**src/source/net_pkg.sv**
```systemverilog
package net_pkg;

    ////////////////////////////////////////
    // field types
    ////////////////////////////////////////

    typedef logic [47:0] mac_t;
    typedef logic [31:0] ip_t;
    typedef logic [15:0] port_t;
    typedef logic [15:0] len_t;

    ////////////////////////////////////////
    // ethernet and ipv4 constants
    ////////////////////////////////////////

    localparam logic [15:0] ETHERTYPE_IPV4 = 16'h0800;
    localparam logic [7:0]  IP_PROTO_UDP   = 8'h11;

    // version 4, ihl 5, tos 0
    localparam logic [15:0] IP_VER_IHL_TOS = 16'h4500;
    // don't fragment, offset 0
    localparam logic [15:0] IP_FLAGS_FRAG  = 16'h4000;
    // ttl 255, protocol udp
    localparam logic [15:0] IP_TTL_PROTO   = 16'hff11;

    localparam mac_t BROADCAST_MAC = '1;

    ////////////////////////////////////////
    // frame layout
    ////////////////////////////////////////

    // eth 14 + ipv4 20 + udp 8 + 2 pad bytes = 44 bytes
    localparam int HDR_WORDS = 11;

    // udp length counts the two pad bytes as well
    localparam int UDP_LEN_EXTRA = 10;
    localparam int IP_LEN_EXTRA  = 30;

endpackage

```
**src/source/stream_pkg.sv**
```systemverilog
package stream_pkg;

    ////////////////////////////////////////
    // stream words and beats
    ////////////////////////////////////////

    typedef logic [31:0] word_t;

    // a word together with its frame end marker
    typedef struct packed {
        word_t data;
        logic  last;
    } beat_t;

    ////////////////////////////////////////
    // buffer sizes
    ////////////////////////////////////////

    // payload words held ahead of the framer
    localparam int TX_FIFO_DEPTH = 512;

    // received beats held ahead of the parser
    localparam int RX_FIFO_DEPTH = 512;

endpackage

```
**src/source/stream_if.sv**
```systemverilog
`timescale 1ns/1ps

// word stream with valid/ready handshake and frame end marker
interface stream_if import stream_pkg::*; ();

    word_t data;
    logic  valid;
    logic  ready;
    logic  last;

    // producer side
    modport source (
        output data,
        output valid,
        output last,
        input  ready
    );

    // consumer side
    modport sink (
        input  data,
        input  valid,
        input  last,
        output ready
    );

endinterface

```
**src/source/udp_tx_framer.sv**
```systemverilog
`timescale 1ns/1ps

module udp_tx_framer import net_pkg::*, stream_pkg::*; (
    input  logic        clk,
    input  logic        reset,
    input  logic        payload_valid,
    input  word_t       payload_data,
    output logic        payload_ready,
    input  len_t        packet_size,
    input  mac_t        local_mac,
    input  ip_t         local_ip,
    input  port_t       local_port,
    input  mac_t        remote_mac,
    input  ip_t         remote_ip,
    input  port_t       remote_port,
    input  logic [15:0] checksum,
    output len_t        ip_total_len,
    stream_if.source    frame
);

    typedef enum logic [1:0] {
        S_IDLE,
        S_HEADER,
        S_PAYLOAD
    } state_t;

    state_t     state;
    logic [8:0] word_cnt;
    logic [8:0] last_idx;
    len_t       udp_len;
    word_t      hdr_word;
    logic       beat_done;

    ////////////////////////////////////////
    // length fields
    ////////////////////////////////////////

    assign ip_total_len = packet_size + len_t'(IP_LEN_EXTRA);
    assign udp_len      = packet_size + len_t'(UDP_LEN_EXTRA);

    // index of the final payload word in the frame
    assign last_idx = 9'(HDR_WORDS) + 9'(packet_size[10:2]) - 9'd1;

    ////////////////////////////////////////
    // header word select
    ////////////////////////////////////////

    always_comb begin
        case (word_cnt[3:0])
            4'd0:    hdr_word = remote_mac[47:16];
            4'd1:    hdr_word = {remote_mac[15:0], local_mac[47:32]};
            4'd2:    hdr_word = local_mac[31:0];
            4'd3:    hdr_word = {ETHERTYPE_IPV4, IP_VER_IHL_TOS};
            4'd4:    hdr_word = {ip_total_len, 16'h0000};
            4'd5:    hdr_word = {IP_FLAGS_FRAG, IP_TTL_PROTO};
            4'd6:    hdr_word = {checksum, local_ip[31:16]};
            4'd7:    hdr_word = {local_ip[15:0], remote_ip[31:16]};
            4'd8:    hdr_word = {remote_ip[15:0], local_port};
            4'd9:    hdr_word = {remote_port, udp_len};
            // zero udp checksum and pad
            default: hdr_word = '0;
        endcase
    end

    ////////////////////////////////////////
    // output stream
    ////////////////////////////////////////

    assign beat_done = frame.valid && frame.ready;

    always_comb begin
        frame.valid   = 1'b0;
        frame.data    = hdr_word;
        payload_ready = 1'b0;
        case (state)
            // word 0 is offered as soon as payload is waiting
            S_IDLE:    frame.valid = payload_valid;
            S_HEADER:  frame.valid = 1'b1;
            S_PAYLOAD: begin
                frame.valid   = payload_valid;
                frame.data    = payload_data;
                payload_ready = frame.ready;
            end
            default:   frame.valid = 1'b0;
        endcase
    end

    assign frame.last = (state == S_PAYLOAD) && (word_cnt == last_idx) && payload_valid;

    always_ff @(posedge clk) begin
        if (reset) begin
            state    <= S_IDLE;
            word_cnt <= '0;
        end else if (beat_done) begin
            case (state)
                S_IDLE: begin
                    state    <= S_HEADER;
                    word_cnt <= 9'd1;
                end
                S_HEADER: begin
                    word_cnt <= word_cnt + 9'd1;
                    if (word_cnt == 9'(HDR_WORDS - 1)) begin
                        state <= S_PAYLOAD;
                    end
                end
                S_PAYLOAD: begin
                    if (word_cnt == last_idx) begin
                        state    <= S_IDLE;
                        word_cnt <= '0;
                    end else begin
                        word_cnt <= word_cnt + 9'd1;
                    end
                end
                default: state <= S_IDLE;
            endcase
        end
    end

endmodule
```
**src/flat_wrapper.sv**
```systemverilog
// flat-port wrapper written by rule: the top's interface ports become plain ports
module udp_tx_framer_flat import net_pkg::*, stream_pkg::*;
  (clk, reset, payload_valid, payload_data, payload_ready, packet_size, local_mac, local_ip, local_port, remote_mac, remote_ip, remote_port, checksum, ip_total_len, frame_data, frame_valid, frame_last, frame_ready);
  stream_if frame_i ();
  input  logic clk;
  input  logic reset;
  input  logic payload_valid;
  input  word_t payload_data;
  output logic payload_ready;
  input  len_t packet_size;
  input  mac_t local_mac;
  input  ip_t local_ip;
  input  port_t local_port;
  input  mac_t remote_mac;
  input  ip_t remote_ip;
  input  port_t remote_port;
  input  logic [15:0] checksum;
  output len_t ip_total_len;
  output wire logic [$bits(frame_i.data)-1:0] frame_data;
  output wire logic [$bits(frame_i.valid)-1:0] frame_valid;
  output wire logic [$bits(frame_i.last)-1:0] frame_last;
  input wire logic [$bits(frame_i.ready)-1:0] frame_ready;
  assign frame_data = frame_i.data;
  assign frame_valid = frame_i.valid;
  assign frame_last = frame_i.last;
  assign frame_i.ready = frame_ready;
  udp_tx_framer u_core (.clk(clk), .reset(reset), .payload_valid(payload_valid), .payload_data(payload_data), .payload_ready(payload_ready), .packet_size(packet_size), .local_mac(local_mac), .local_ip(local_ip), .local_port(local_port), .remote_mac(remote_mac), .remote_ip(remote_ip), .remote_port(remote_port), .checksum(checksum), .ip_total_len(ip_total_len), .frame(frame_i));
endmodule
```
**config.mk**
```make
export PLATFORM = sky130hd
export DESIGN_NAME = udp_tx_framer_flat
export DESIGN_NICKNAME = d
export VERILOG_FILES = /design/src/source/net_pkg.sv /design/src/source/stream_pkg.sv /design/src/source/stream_if.sv /design/src/source/udp_tx_framer.sv /design/src/flat_wrapper.sv
export SDC_FILE = /design/constraint.sdc
export NUM_CORES = 1
export LEC_CHECK = 0
export BUFFER_PORTS_ARGS = -buffer_cell sky130_fd_sc_hd__buf_2
export CAP_MARGIN = 20
export CORE_AREA = 2 2 120 122
export CTS_CLUSTER_DIAMETER = 40
export DETAILED_ROUTE_END_ITERATION = 8
export DIE_AREA = 0 0 122 124
export PLACE_DENSITY = 0.61
export SLEW_MARGIN = 20
export SYNTH_ARGS = -nofsm -noshare
export SYNTH_HDL_FRONTEND = slang
export SYNTH_SLANG_ARGS = --single-unit
```
**constraint.sdc**
```tcl
create_clock -name clk -period 6.2 [get_ports clk]
set_input_delay 1.55 -clock clk [delete_from_list [all_inputs] [get_ports clk]]
set_output_delay 1.55 -clock clk [all_outputs]
set_load 0.01 [all_outputs]
```
==> results.py, run 1 <==
metrics = {
    "power_and_ir_drop": {
        "pwr-share-clk_pct": 22.8,
        "share_seq_of_total_power_pct": 14.3,
        "power.static_leakage_uw": 0.00247,
        "vdd.ir_drop.worst_mv": 0.0686,
        "power_switching_uw": 218,
        "cellInternalPower_uw": 316,
        "fraction_of_power_spent_switching_nets_pct": 40.8,
        "power_per_cell_area_mw_per_mm2": 106,
        "pwr-share-comb_pct": 62.9,
    },
    "logic_synthesis": {
        "post_synth_inst_count": 489,
        "ys_dominant_reg_cell": "dfxtp_1",
        "post_synth_instance_area_mm2": 0.00327,
        "postSynthNetCount": 763,
        "number_of_enable_flip_flop_cells_after_synthesis": 0,
        "synth_cell_types": 55,
        "ys_seq_area_share_pct": 6.73,
        "ys.warnings.count": 0,
        "postSynthAreaPerCell_um2": 6.70,
        "synth_register_bits": 11,
        "synthArstFlopShare_pct": 0,
    },
    "sta": {
        "setup-tns-final_ns": 0,
        "timing.final.ws_setup_ns": 1.05,
        "drv_slew": 0,
        "timing.final.hold_violations": 0,
        "timing.final.crit_share_pct": 83.1,
        "maxClockFrequency_ghz": 0.194,
        "worst_pin_slew_ns": 1.08,
        "rsz0062_at_grt": "false",
        "final.setup_skew_ns": 0.000900,
        "timing.final.setup_violations": 0,
        "max_slew_margin_pct": 27.7,
        "finalCriticalPeriod_ns": 5.15,
        "worst_case_hold_slack_ns": 0.522,
    },
    "placed_design": {
        "dpl.hpwl_um": 16400,
        "placed_area_mm2": 0.00493,
        "buffer_ports.inserted": 310,
        "post-place-ws_ns": 1.02,
        "place.gp.congestion": 0.874,
    },
    "setup_path": {
        "start_kind": "input pin",
        "end_kind": "output port",
        "critical_path_peak_fanout": 6,
        "data_arrival_time_of_the_critical_path_ns": 3.60,
        "timing.setup.critical_path_class": "in -> out",
        "worst-endpoint-required_ns": 4.65,
    },
    "clocking": {
        "tritoncts": "built",
        "post-cts-setup-buffer-count": 0,
        "tritoncts_num_sinks": 11,
        "clock_tree.htree_level_count": 1,
        "max-clock-path-buffers": 2,
        "clock-root-buffer": "clkbuf_16",
        "clock_slew_seen_by_the_registers_of_the_worst_setup_and_hold_paths_ns": 0.04,
        "cts_hold_repair.buffers": 0,
        "cts_buffers": 3,
        "cts.repair.resized": 0,
        "clock_insertion_delay_worst_skew_ns": 0.24,
    },
    "finish": {
        "layout_nets": 1040,
        "post_route_cells_drive_above_1_share_pct": 43.7,
        "fillers": 1570,
        "stdcell_area_mm2": 0.00502,
        "areaGrowthSynthToFinish_pct": 53.3,
    },
    "detailed_routing": {
        "vias": 5221,
        "routed_wire_length_per_instance_um": 21.2,
        "detail_route.first_pass.iterations": 6,
        "drt_iter0_markers": 497,
        "drcViolationCount": 0,
        "avgViaCountPerCell": 5.50,
        "wl_um": 20100,
        "ant_nets": 0,
    },
    "grt": {
        "grt_pass1_wl_um": 28000,
        "antenna_found_initial": 5,
        "vias_in_the_first_global_route": 4768,
        "grt_use_total_pct": 24.4,
        "grt_start_max_net_pins": 42,
        "grt.overflow.total": 0,
    },
    "die": {
        "die_width_um": 122,
        "floorplan.initialDensity_pct": 23.9,
        "ports": 311,
        "std_cell_rows": 43,
        "die_area_mm2": 0.0151,
        "die_h_um": 124,
        "core_mm2": 0.0137,
    },
    "hold_path": {
        "min_path_type": "reg -> reg",
    },
    "outcome": {
        "status": "finished clean",
    },
    "job": {
        "cap_violations": 0,
    },
}
logic make-up after synthesis:
logic type / after synthesis / share of synthesized area (%)
compound gates: 191 / 43.3
flops: 11 / 6.73
fa+ha+maj: 14 / 5.35
buf+inv: 79 / 10.1
xor+xnor: 38 / 10.2
simple gates: 153 / 23.4
mux: 3 / 0.955
per-layer routing:
metal	routed length (um)	GRT usage, %	share of wire (%)	vias to the layer above
li1	-	-	-	2438
met1	7890	30.3	39	2468
met2	9680	41.5	48	271
met3	1690	4.44	8.4	44
met4	837	10.4	4.2	0
met5	0	0	0	-
cells in the final DEF (no fill, tap or decap), types with 2 or more instances in the layout:
master,count
mux2i_1,2
nand2_1,35
o2111ai_1,6
nor3_1,7
nor2_1,36
a21oi_1,42
xnor2_1,19
dfxtp_1,11
buf_4,10
diode_2,5
a31oi_1,3
a221oi_1,11
a41oi_1,3
inv_1,30
a22o_1,6
ha_1,13
o221ai_1,4
nor2b_1,8
nand4_1,14
nand4b_1,2
xor2_1,19
a222oi_1,19
buf_2,310
o211ai_1,2
and3_1,6
o21ai_0,10
nand3_1,22
a22oi_1,56
a211oi_1,14
o21a_1,4
nor3b_2,3
clkbuf_16,3
and2_1,5
nand2b_1,7
registers in the layout, indices dropped and copies added, names as in the netlist:
| name | count |
|---|---|
| u_core.word_cnt | 9 |
| u_core.state | 2 |
final cells by class:
class                           instances  area, um^2  share of cell area, %
Multi-Input combinational cell        399        2740                   54.6
Inverter                               31         116                   2.32
Sequential cell                        11         220                   4.39
Timing Repair Buffer                  320        1630                   32.4
Tap cell                              180         225                   4.49
Antenna cell                            5        12.5                  0.249
Clock buffer                            4        78.8                   1.57
cell usage after synthesis, types with 6 or more instances:
cell / n / area share, %
nand2b_1: 7 / 1.3
xor2_1: 19 / 5.1
o21ai_0: 10 / 1.5
nand4_1: 14 / 2.7
a211oi_1: 14 / 3.2
xnor2_1: 19 / 5.1
nor2b_1: 8 / 1.5
a22oi_1: 56 / 13
nor2_1: 36 / 4.1
dfxtp_1: 11 / 6.7
a22o_1: 6 / 1.6
ha_1: 14 / 5.3
nand3_1: 22 / 3.4
clkbuf_1: 28 / 3.2
nor3_1: 7 / 1.1
a221oi_1: 11 / 2.9
o2111ai_1: 6 / 1.6
buf_2: 13 / 2.0
a21oi_1: 42 / 6.4
inv_1: 30 / 3.4
and3_1: 6 / 1.1
nand2_1: 35 / 4.0
a222oi_1: 19 / 5.8
power by group through the flow:
stage / logic [uW] / registers (uW) / clock network, uW
after floorplan: 163 / 76.5 / 0
after global placement: 333 / 77.4 / 0
after detailed placement: 335 / 77.6 / 0
after CTS: 336 / 76.3 / 121
after global routing: 367 / 76.7 / 125
final: 336 / 76.3 / 122
final timing paths:
check | start | to | slack, ns | cells past startpoint
max | packet_size[4] | frame_data[30] | 1.05 | 7
min | u_core.word_cnt[7] | u_core.word_cnt[7] | 0.52 | 2
max reg2reg | u_core.word_cnt[3] | u_core.state[1] | 3.84 | 6
min reg2reg | u_core.word_cnt[7] | u_core.word_cnt[7] | 0.52 | 2
worst max-delay path, cell delays in order:
cell and delay [ns]:
buf_2 0.14, o41ai_1 0.87, nor3_1 0.17, xor2_1 0.30, a21oi_1 0.12, nor3_1 0.26, buf_2 0.18
through the flow:
| stage | utilization (%) | total power, uW | std cells |
|---|---|---|---|
| floorplan | - | 239 | 489 |
| global placement | 35.9 | 411 | 941 |
| detailed placement | 35.9 | 412 | 941 |
| CTS | 36.5 | 533 | 945 |
| global route | 36.6 | 569 | 948 |
| finish | 36.6 | 534 | 950 |
No activity file was read; power rests on OpenSTA's default activity.
==> inputs of run 2 (changes only) <==
--- a/config.mk
+++ b/config.mk
@@ -7,11 +7,11 @@
 export LEC_CHECK = 0
 export BUFFER_PORTS_ARGS = -buffer_cell sky130_fd_sc_hd__buf_2
 export CAP_MARGIN = 20
-export CORE_AREA = 2 2 120 122
+export CORE_AREA = 2 2 121 123
 export CTS_CLUSTER_DIAMETER = 40
 export DETAILED_ROUTE_END_ITERATION = 8
-export DIE_AREA = 0 0 122 124
-export PLACE_DENSITY = 0.61
+export DIE_AREA = 0 0 123 125
+export PLACE_DENSITY = 0.6
 export SLEW_MARGIN = 20
 export SYNTH_ARGS = -nofsm -noshare
 export SYNTH_HDL_FRONTEND = slang
==> constraint.sdc (replaced) <==
create_clock -name clk -period 4.8 [get_ports clk]
set_input_delay 1.2 -clock clk [delete_from_list [all_inputs] [get_ports clk]]
set_output_delay 1.2 -clock clk [all_outputs]
set_load 0.01 [all_outputs]
==> results.py, run 2 (same netlist as run 1, synthesis figures left out) <==
metrics = {
    "setup_path": {
        "start_kind": "input pin",
        "data_arrival_time_of_the_critical_path_ns": 3.02,
        "critical_path_cell_by_cell": "buf_2 > and3_1 > nand4_1 > nor3_1 > xor2_1 > a21oi_1 > nor3_1 > buf_2",
        "slowest_delay_ns": 0.34,
        "crit_slowest_cell": "xor2_1",
        "cp_top_family": "simple AND/OR/NAND/NOR gates",
        "end_kind": "output port",
        "ff2ff_setup_slack_ns": 2.63,
        "critical_path_peak_fanout": 16,
        "timing.setup.critical_path_class": "in -> out",
        "timing.reg2reg.worst_path_depth": 7,
        "worst-endpoint-required_ns": 3.60,
        "cp_num_buf_inv": 2,
        "critical_path_depth": 8,
    },
    "clocking": {
        "cts_buffers": 3,
        "clock_slew_seen_by_the_registers_of_the_worst_setup_and_hold_paths_ns": 0.04,
        "tritoncts_num_sinks": 11,
        "clock_tree.htree_level_count": 1,
        "clock_insertion_delay_worst_skew_ns": 0.24,
        "cts_hold_repair.buffers": 0,
        "tritoncts": "built",
        "max-clock-path-buffers": 2,
        "post-cts-setup-buffer-count": 0,
        "clock-root-buffer": "clkbuf_16",
        "cts.repair.resized": 0,
    },
    "finish": {
        "layout_common_cells": "buf_2, a22oi_1, a21oi_1",
        "most_flop_heavy_register": "u_core.word_cnt",
        "largest_register_ffs": 9,
        "layout_nets": 1044,
        "largest_registers": "u_core.word_cnt x9, u_core.state x2",
        "post_route_cells_drive_above_1_share_pct": 44.0,
        "mostFrequentLayoutCell": "buf_2",
        "areaGrowthSynthToFinish_pct": 54.5,
        "finish.cell_count_without_fillers": 959,
    },
    "detailed_routing": {
        "drt_iter0_markers": 412,
        "avgViaCountPerCell": 5.40,
        "wl_um": 19900,
        "detail_route.first_pass.iterations": 9,
        "drcViolationCount": 0,
        "ant_nets": 0,
        "vias": 5182,
        "routed_wire_length_per_instance_um": 20.8,
    },
    "hold_path": {
        "min_path_type": "reg -> reg",
        "hold-path-cell-count": 2,
    },
    "sta": {
        "drv_slew": 0,
        "timing.final.hold_violations": 0,
        "worst_pin_slew_ns": 0.851,
        "timing.final.setup_violations": 0,
        "maxClockFrequency_ghz": 0.237,
        "final.setup_skew_ns": 0.00311,
        "max_slew_margin_pct": 43.2,
        "rsz0062_at_grt": "false",
        "setup-tns-final_ns": 0,
        "timing.final.crit_share_pct": 87.9,
        "finalCriticalPeriod_ns": 4.22,
    },
    "outcome": {
        "status": "finished clean",
    },
    "grt": {
        "grt_start_max_net_pins": 32,
        "grt_pass1_wl_um": 28700,
        "grt.overflow.total": 0,
        "grt_use_total_pct": 24.4,
        "vias_in_the_first_global_route": 4921,
        "antenna_found_initial": 10,
    },
    "power_and_ir_drop": {
        "share_seq_of_total_power_pct": 14.3,
        "fraction_of_power_spent_switching_nets_pct": 40.7,
        "vdd.ir_drop.worst_mv": 0.0876,
        "power_switching_uw": 279,
        "power.static_leakage_uw": 0.00249,
        "pwr-share-clk_pct": 22.7,
        "pwr-share-comb_pct": 62.9,
        "power_per_cell_area_mw_per_mm2": 135,
        "cellInternalPower_uw": 406,
    },
    "die": {
        "core_mm2": 0.0142,
        "floorplan.initialDensity_pct": 23.1,
        "ports": 311,
        "std_cell_rows": 44,
        "die_width_um": 123,
        "die_h_um": 125,
        "die_area_mm2": 0.0154,
    },
    "placed_design": {
        "dp_cells": 949,
        "place.gp.congestion": 0.902,
        "buffer_ports.inserted": 310,
        "dpl.hpwl_um": 16300,
    },
    "job": {
        "cap_violations": 0,
    },
}
==> run 2: routing by layer <==
layer | GRT usage, % | vias to the layer above | wire length (um)
met3 | 4.74 | 48 | 1640
met4 | 9.02 | 6 | 735
met2 | 42.2 | 265 | 9730
met5 | 0 | - | 35
met1 | 29.5 | 2413 | 7810
li1 | - | 2450 | -
==> run 2: layout make-up <==
cell class | instances | area (um^2)
antenna | 6 | 15.0
clock buffer | 4 | 78.8
fill | 1581 | 9150
inverter | 31 | 116
multi-input combinational | 399 | 2740
sequential | 11 | 220
tap | 184 | 230
timing repair buffer | 324 | 1660
==> run 2: worst paths after layout <==
check / start / endpoint
max reg2reg: u_core.word_cnt[2] / u_core.state[1]
min: u_core.word_cnt[8] / u_core.word_cnt[8]
min reg2reg: u_core.word_cnt[8] / u_core.word_cnt[8]
max: packet_size[6] / frame_data[30]
==> run 2: worst reg2reg max path: stages (launching register included) <==
cell and delay (ns):
dfxtp_1 0.68, xnor2_1 0.19, o2111ai_1 0.13, a21oi_1 0.17, nand4_2 0.15, buf_4 0.21, a211o_1 0.31, a221oi_2 0.26
==> run 2: power groups by stage <==
stage / sequential [uW] / combinational (uW) / clock, uW
after floorplan: 98.8 / 210 / 0
after global placement: 100 / 428 / 0
after detailed placement: 100 / 430 / 0
after CTS: 98.4 / 431 / 159
after global routing: 99.0 / 471 / 166
final: 98.2 / 431 / 156
==> run 2: metrics by stage <==
step | worst slack (ns) | hold slack, ns | cell area [um^2] | utilization, % | total power, uW
after floorplan | 0.801 | 0.463 | 3270 | - | 309
after global placement | 0.637 | 0.511 | 4960 | 34.9 | 528
after detailed placement | 0.606 | 0.530 | 4960 | 34.9 | 530
after CTS | 0.595 | 0.536 | 5040 | 35.5 | 688
after global routing | 0.440 | 0.587 | 5050 | 35.6 | 735
final | 0.580 | 0.527 | 5060 | 35.6 | 685
==> inputs of run 3 (changes only) <==
--- a/config.mk
+++ b/config.mk
@@ -7,11 +7,13 @@
 export LEC_CHECK = 0
 export BUFFER_PORTS_ARGS = -buffer_cell sky130_fd_sc_hd__buf_2
 export CAP_MARGIN = 20
-export CORE_AREA = 2 2 121 123
+export CELL_PAD_IN_SITES_DETAIL_PLACEMENT = 1
+export CELL_PAD_IN_SITES_GLOBAL_PLACEMENT = 1
+export CORE_UTILIZATION = 23
 export CTS_CLUSTER_DIAMETER = 40
 export DETAILED_ROUTE_END_ITERATION = 8
-export DIE_AREA = 0 0 123 125
-export PLACE_DENSITY = 0.6
+export PLACE_DENSITY = 0.86
+export SKIP_LAST_GASP = 1
 export SLEW_MARGIN = 20
 export SYNTH_ARGS = -nofsm -noshare
 export SYNTH_HDL_FRONTEND = slang
==> results.py, run 3 (same netlist as run 1, synthesis figures left out) <==
metrics = {
    "outcome": {
        "status": "finished clean",
    },
    "detailed_routing": {
        "avgViaCountPerCell": 5.59,
        "ant_nets": 0,
        "detail_route.first_pass.iterations": 6,
        "wl_um": 20900,
        "drt_iter0_markers": 499,
        "vias": 5325,
        "routed_wire_length_per_instance_um": 21.9,
        "drcViolationCount": 0,
    },
    "sta": {
        "setup-tns-final_ns": 0,
        "timing.final.ws_setup_ns": 0.551,
        "drv_slew": 0,
        "worst_pin_slew_ns": 0.849,
        "timing.final.crit_share_pct": 88.5,
        "maxClockFrequency_ghz": 0.235,
        "final.setup_skew_ns": 0.00470,
        "timing.final.setup_violations": 0,
        "timing.final.hold_violations": 0,
        "rsz0062_at_grt": "false",
        "finalCriticalPeriod_ns": 4.25,
        "max_slew_margin_pct": 43.4,
    },
    "power_and_ir_drop": {
        "power.static_leakage_uw": 0.00250,
        "power_per_cell_area_mw_per_mm2": 138,
        "vdd.ir_drop.worst_mv": 0.109,
        "totalPowerFinal_uw": 701,
    },
    "finish": {
        "stdcell_area_mm2": 0.00507,
        "utilization_pct": 36.5,
        "layout_common_cells": "buf_2, a22oi_1, a21oi_1",
        "areaGrowthSynthToFinish_pct": 54.7,
        "fillers": 1870,
        "post_route_cells_drive_above_1_share_pct": 43.9,
        "register_area_um2": 220,
        "layout_nets": 1045,
        "largest_register_ffs": 9,
        "mostFrequentLayoutCell": "buf_2",
        "area_occupied_by_multi_input_gates_mm2": 0.00274,
        "largest_registers": "u_core.word_cnt x9, u_core.state x2",
        "most_flop_heavy_register": "u_core.word_cnt",
    },
    "clocking": {
        "tritoncts": "built",
        "clock_tree.htree_level_count": 1,
        "cts_buffers": 3,
        "tritoncts_num_sinks": 11,
        "cts.repair.resized": 0,
        "post-cts-setup-buffer-count": 0,
        "clock_slew_seen_by_the_registers_of_the_worst_setup_and_hold_paths_ns": 0.04,
        "clock-root-buffer": "clkbuf_16",
        "max-clock-path-buffers": 2,
        "clock_insertion_delay_worst_skew_ns": 0.24,
        "cts_hold_repair.buffers": 0,
    },
    "setup_path": {
        "cp_top_family": "simple AND/OR/NAND/NOR gates",
        "cp_num_buf_inv": 2,
        "critical_path_peak_fanout": 21,
        "critical_path_cell_by_cell": "nor2b_1 > and2_1 > buf_4 > a22oi_1 > nand4_1 > a211oi_1 > a21oi_1 > buf_2",
        "crit_slowest_cell": "dfxtp_1",
        "data_arrival_time_of_the_critical_path_ns": 3.05,
        "start_kind": "register",
        "timing.setup.critical_path_class": "reg -> out",
        "slowest_delay_ns": 0.84,
        "worst-endpoint-required_ns": 3.60,
        "end_kind": "output port",
    },
    "placed_design": {
        "dpl.hpwl_um": 17200,
        "buffer_ports.inserted": 310,
        "placed_area_mm2": 0.00498,
        "post-place-ws_ns": 0.580,
        "place.gp.congestion": 0.940,
    },
    "die": {
        "die_h_um": 121,
        "die_width_um": 121,
        "floorplan.initialDensity_pct": 23.6,
        "die_area_mm2": 0.0147,
        "ports": 311,
        "std_cell_rows": 43,
        "core_mm2": 0.0139,
    },
    "grt": {
        "grt_start_max_net_pins": 32,
        "antenna_found_initial": 4,
        "grt_pass1_wl_um": 29600,
        "grt.overflow.total": 0,
        "vias_in_the_first_global_route": 5149,
        "grt_use_total_pct": 26.5,
    },
    "job": {
        "cap_violations": 0,
    },
    "hold_path": {
        "min_path_type": "reg -> reg",
    },
}
[run 3: worst paths after layout]
kind,startpoint,end,slack [ns],depth (start not counted)
setup / recovery,u_core.word_cnt[3],frame_data[9],0.55,8
hold / removal,u_core.word_cnt[7],u_core.word_cnt[7],0.54,2
setup reg to reg,u_core.word_cnt[3],u_core.state[1],2.46,7
hold reg to reg,u_core.word_cnt[7],u_core.word_cnt[7],0.54,2
[run 3: layer usage]
metal / share of wire [%] / track usage (%)
met2: 48 / 46.2
met5: 0.13 / 0
met1: 40 / 32.6
met3: 7.6 / 3.90
met4: 4.0 / 9.80
[run 3: power by group]
group          switching, uW  internal [uW]
Combinational            242            203
Clock                   45.4            112
Sequential              4.47           94.1
[run 3: worst reg2reg max path: stages, from the launching register on]
cell	delay (ns)
dfxtp_1	0.84
nand3_1	0.14
o21ai_0	0.12
a32o_1	0.21
nand4_2	0.15
buf_4	0.22
a211o_1	0.32
a221oi_2	0.25
[run 3: stage by stage]
stage	hold WS (ns)	std cells
floorplan	0.463	489
global placement	0.517	946
detailed placement	0.535	946
CTS	0.541	950
global route	0.563	952
finish	0.539	952
[run 3: area by class of cell]
| type | instances | share of cell area (%) |
|---|---|---|
| multi-input combinational | 399 | 54.2 |
| timing repair buffer | 325 | 33.1 |
| tap | 180 | 4.45 |
| sequential | 11 | 4.35 |
| inverter | 31 | 2.30 |
| clock buffer | 4 | 1.56 |
| antenna | 2 | 0.0988 |
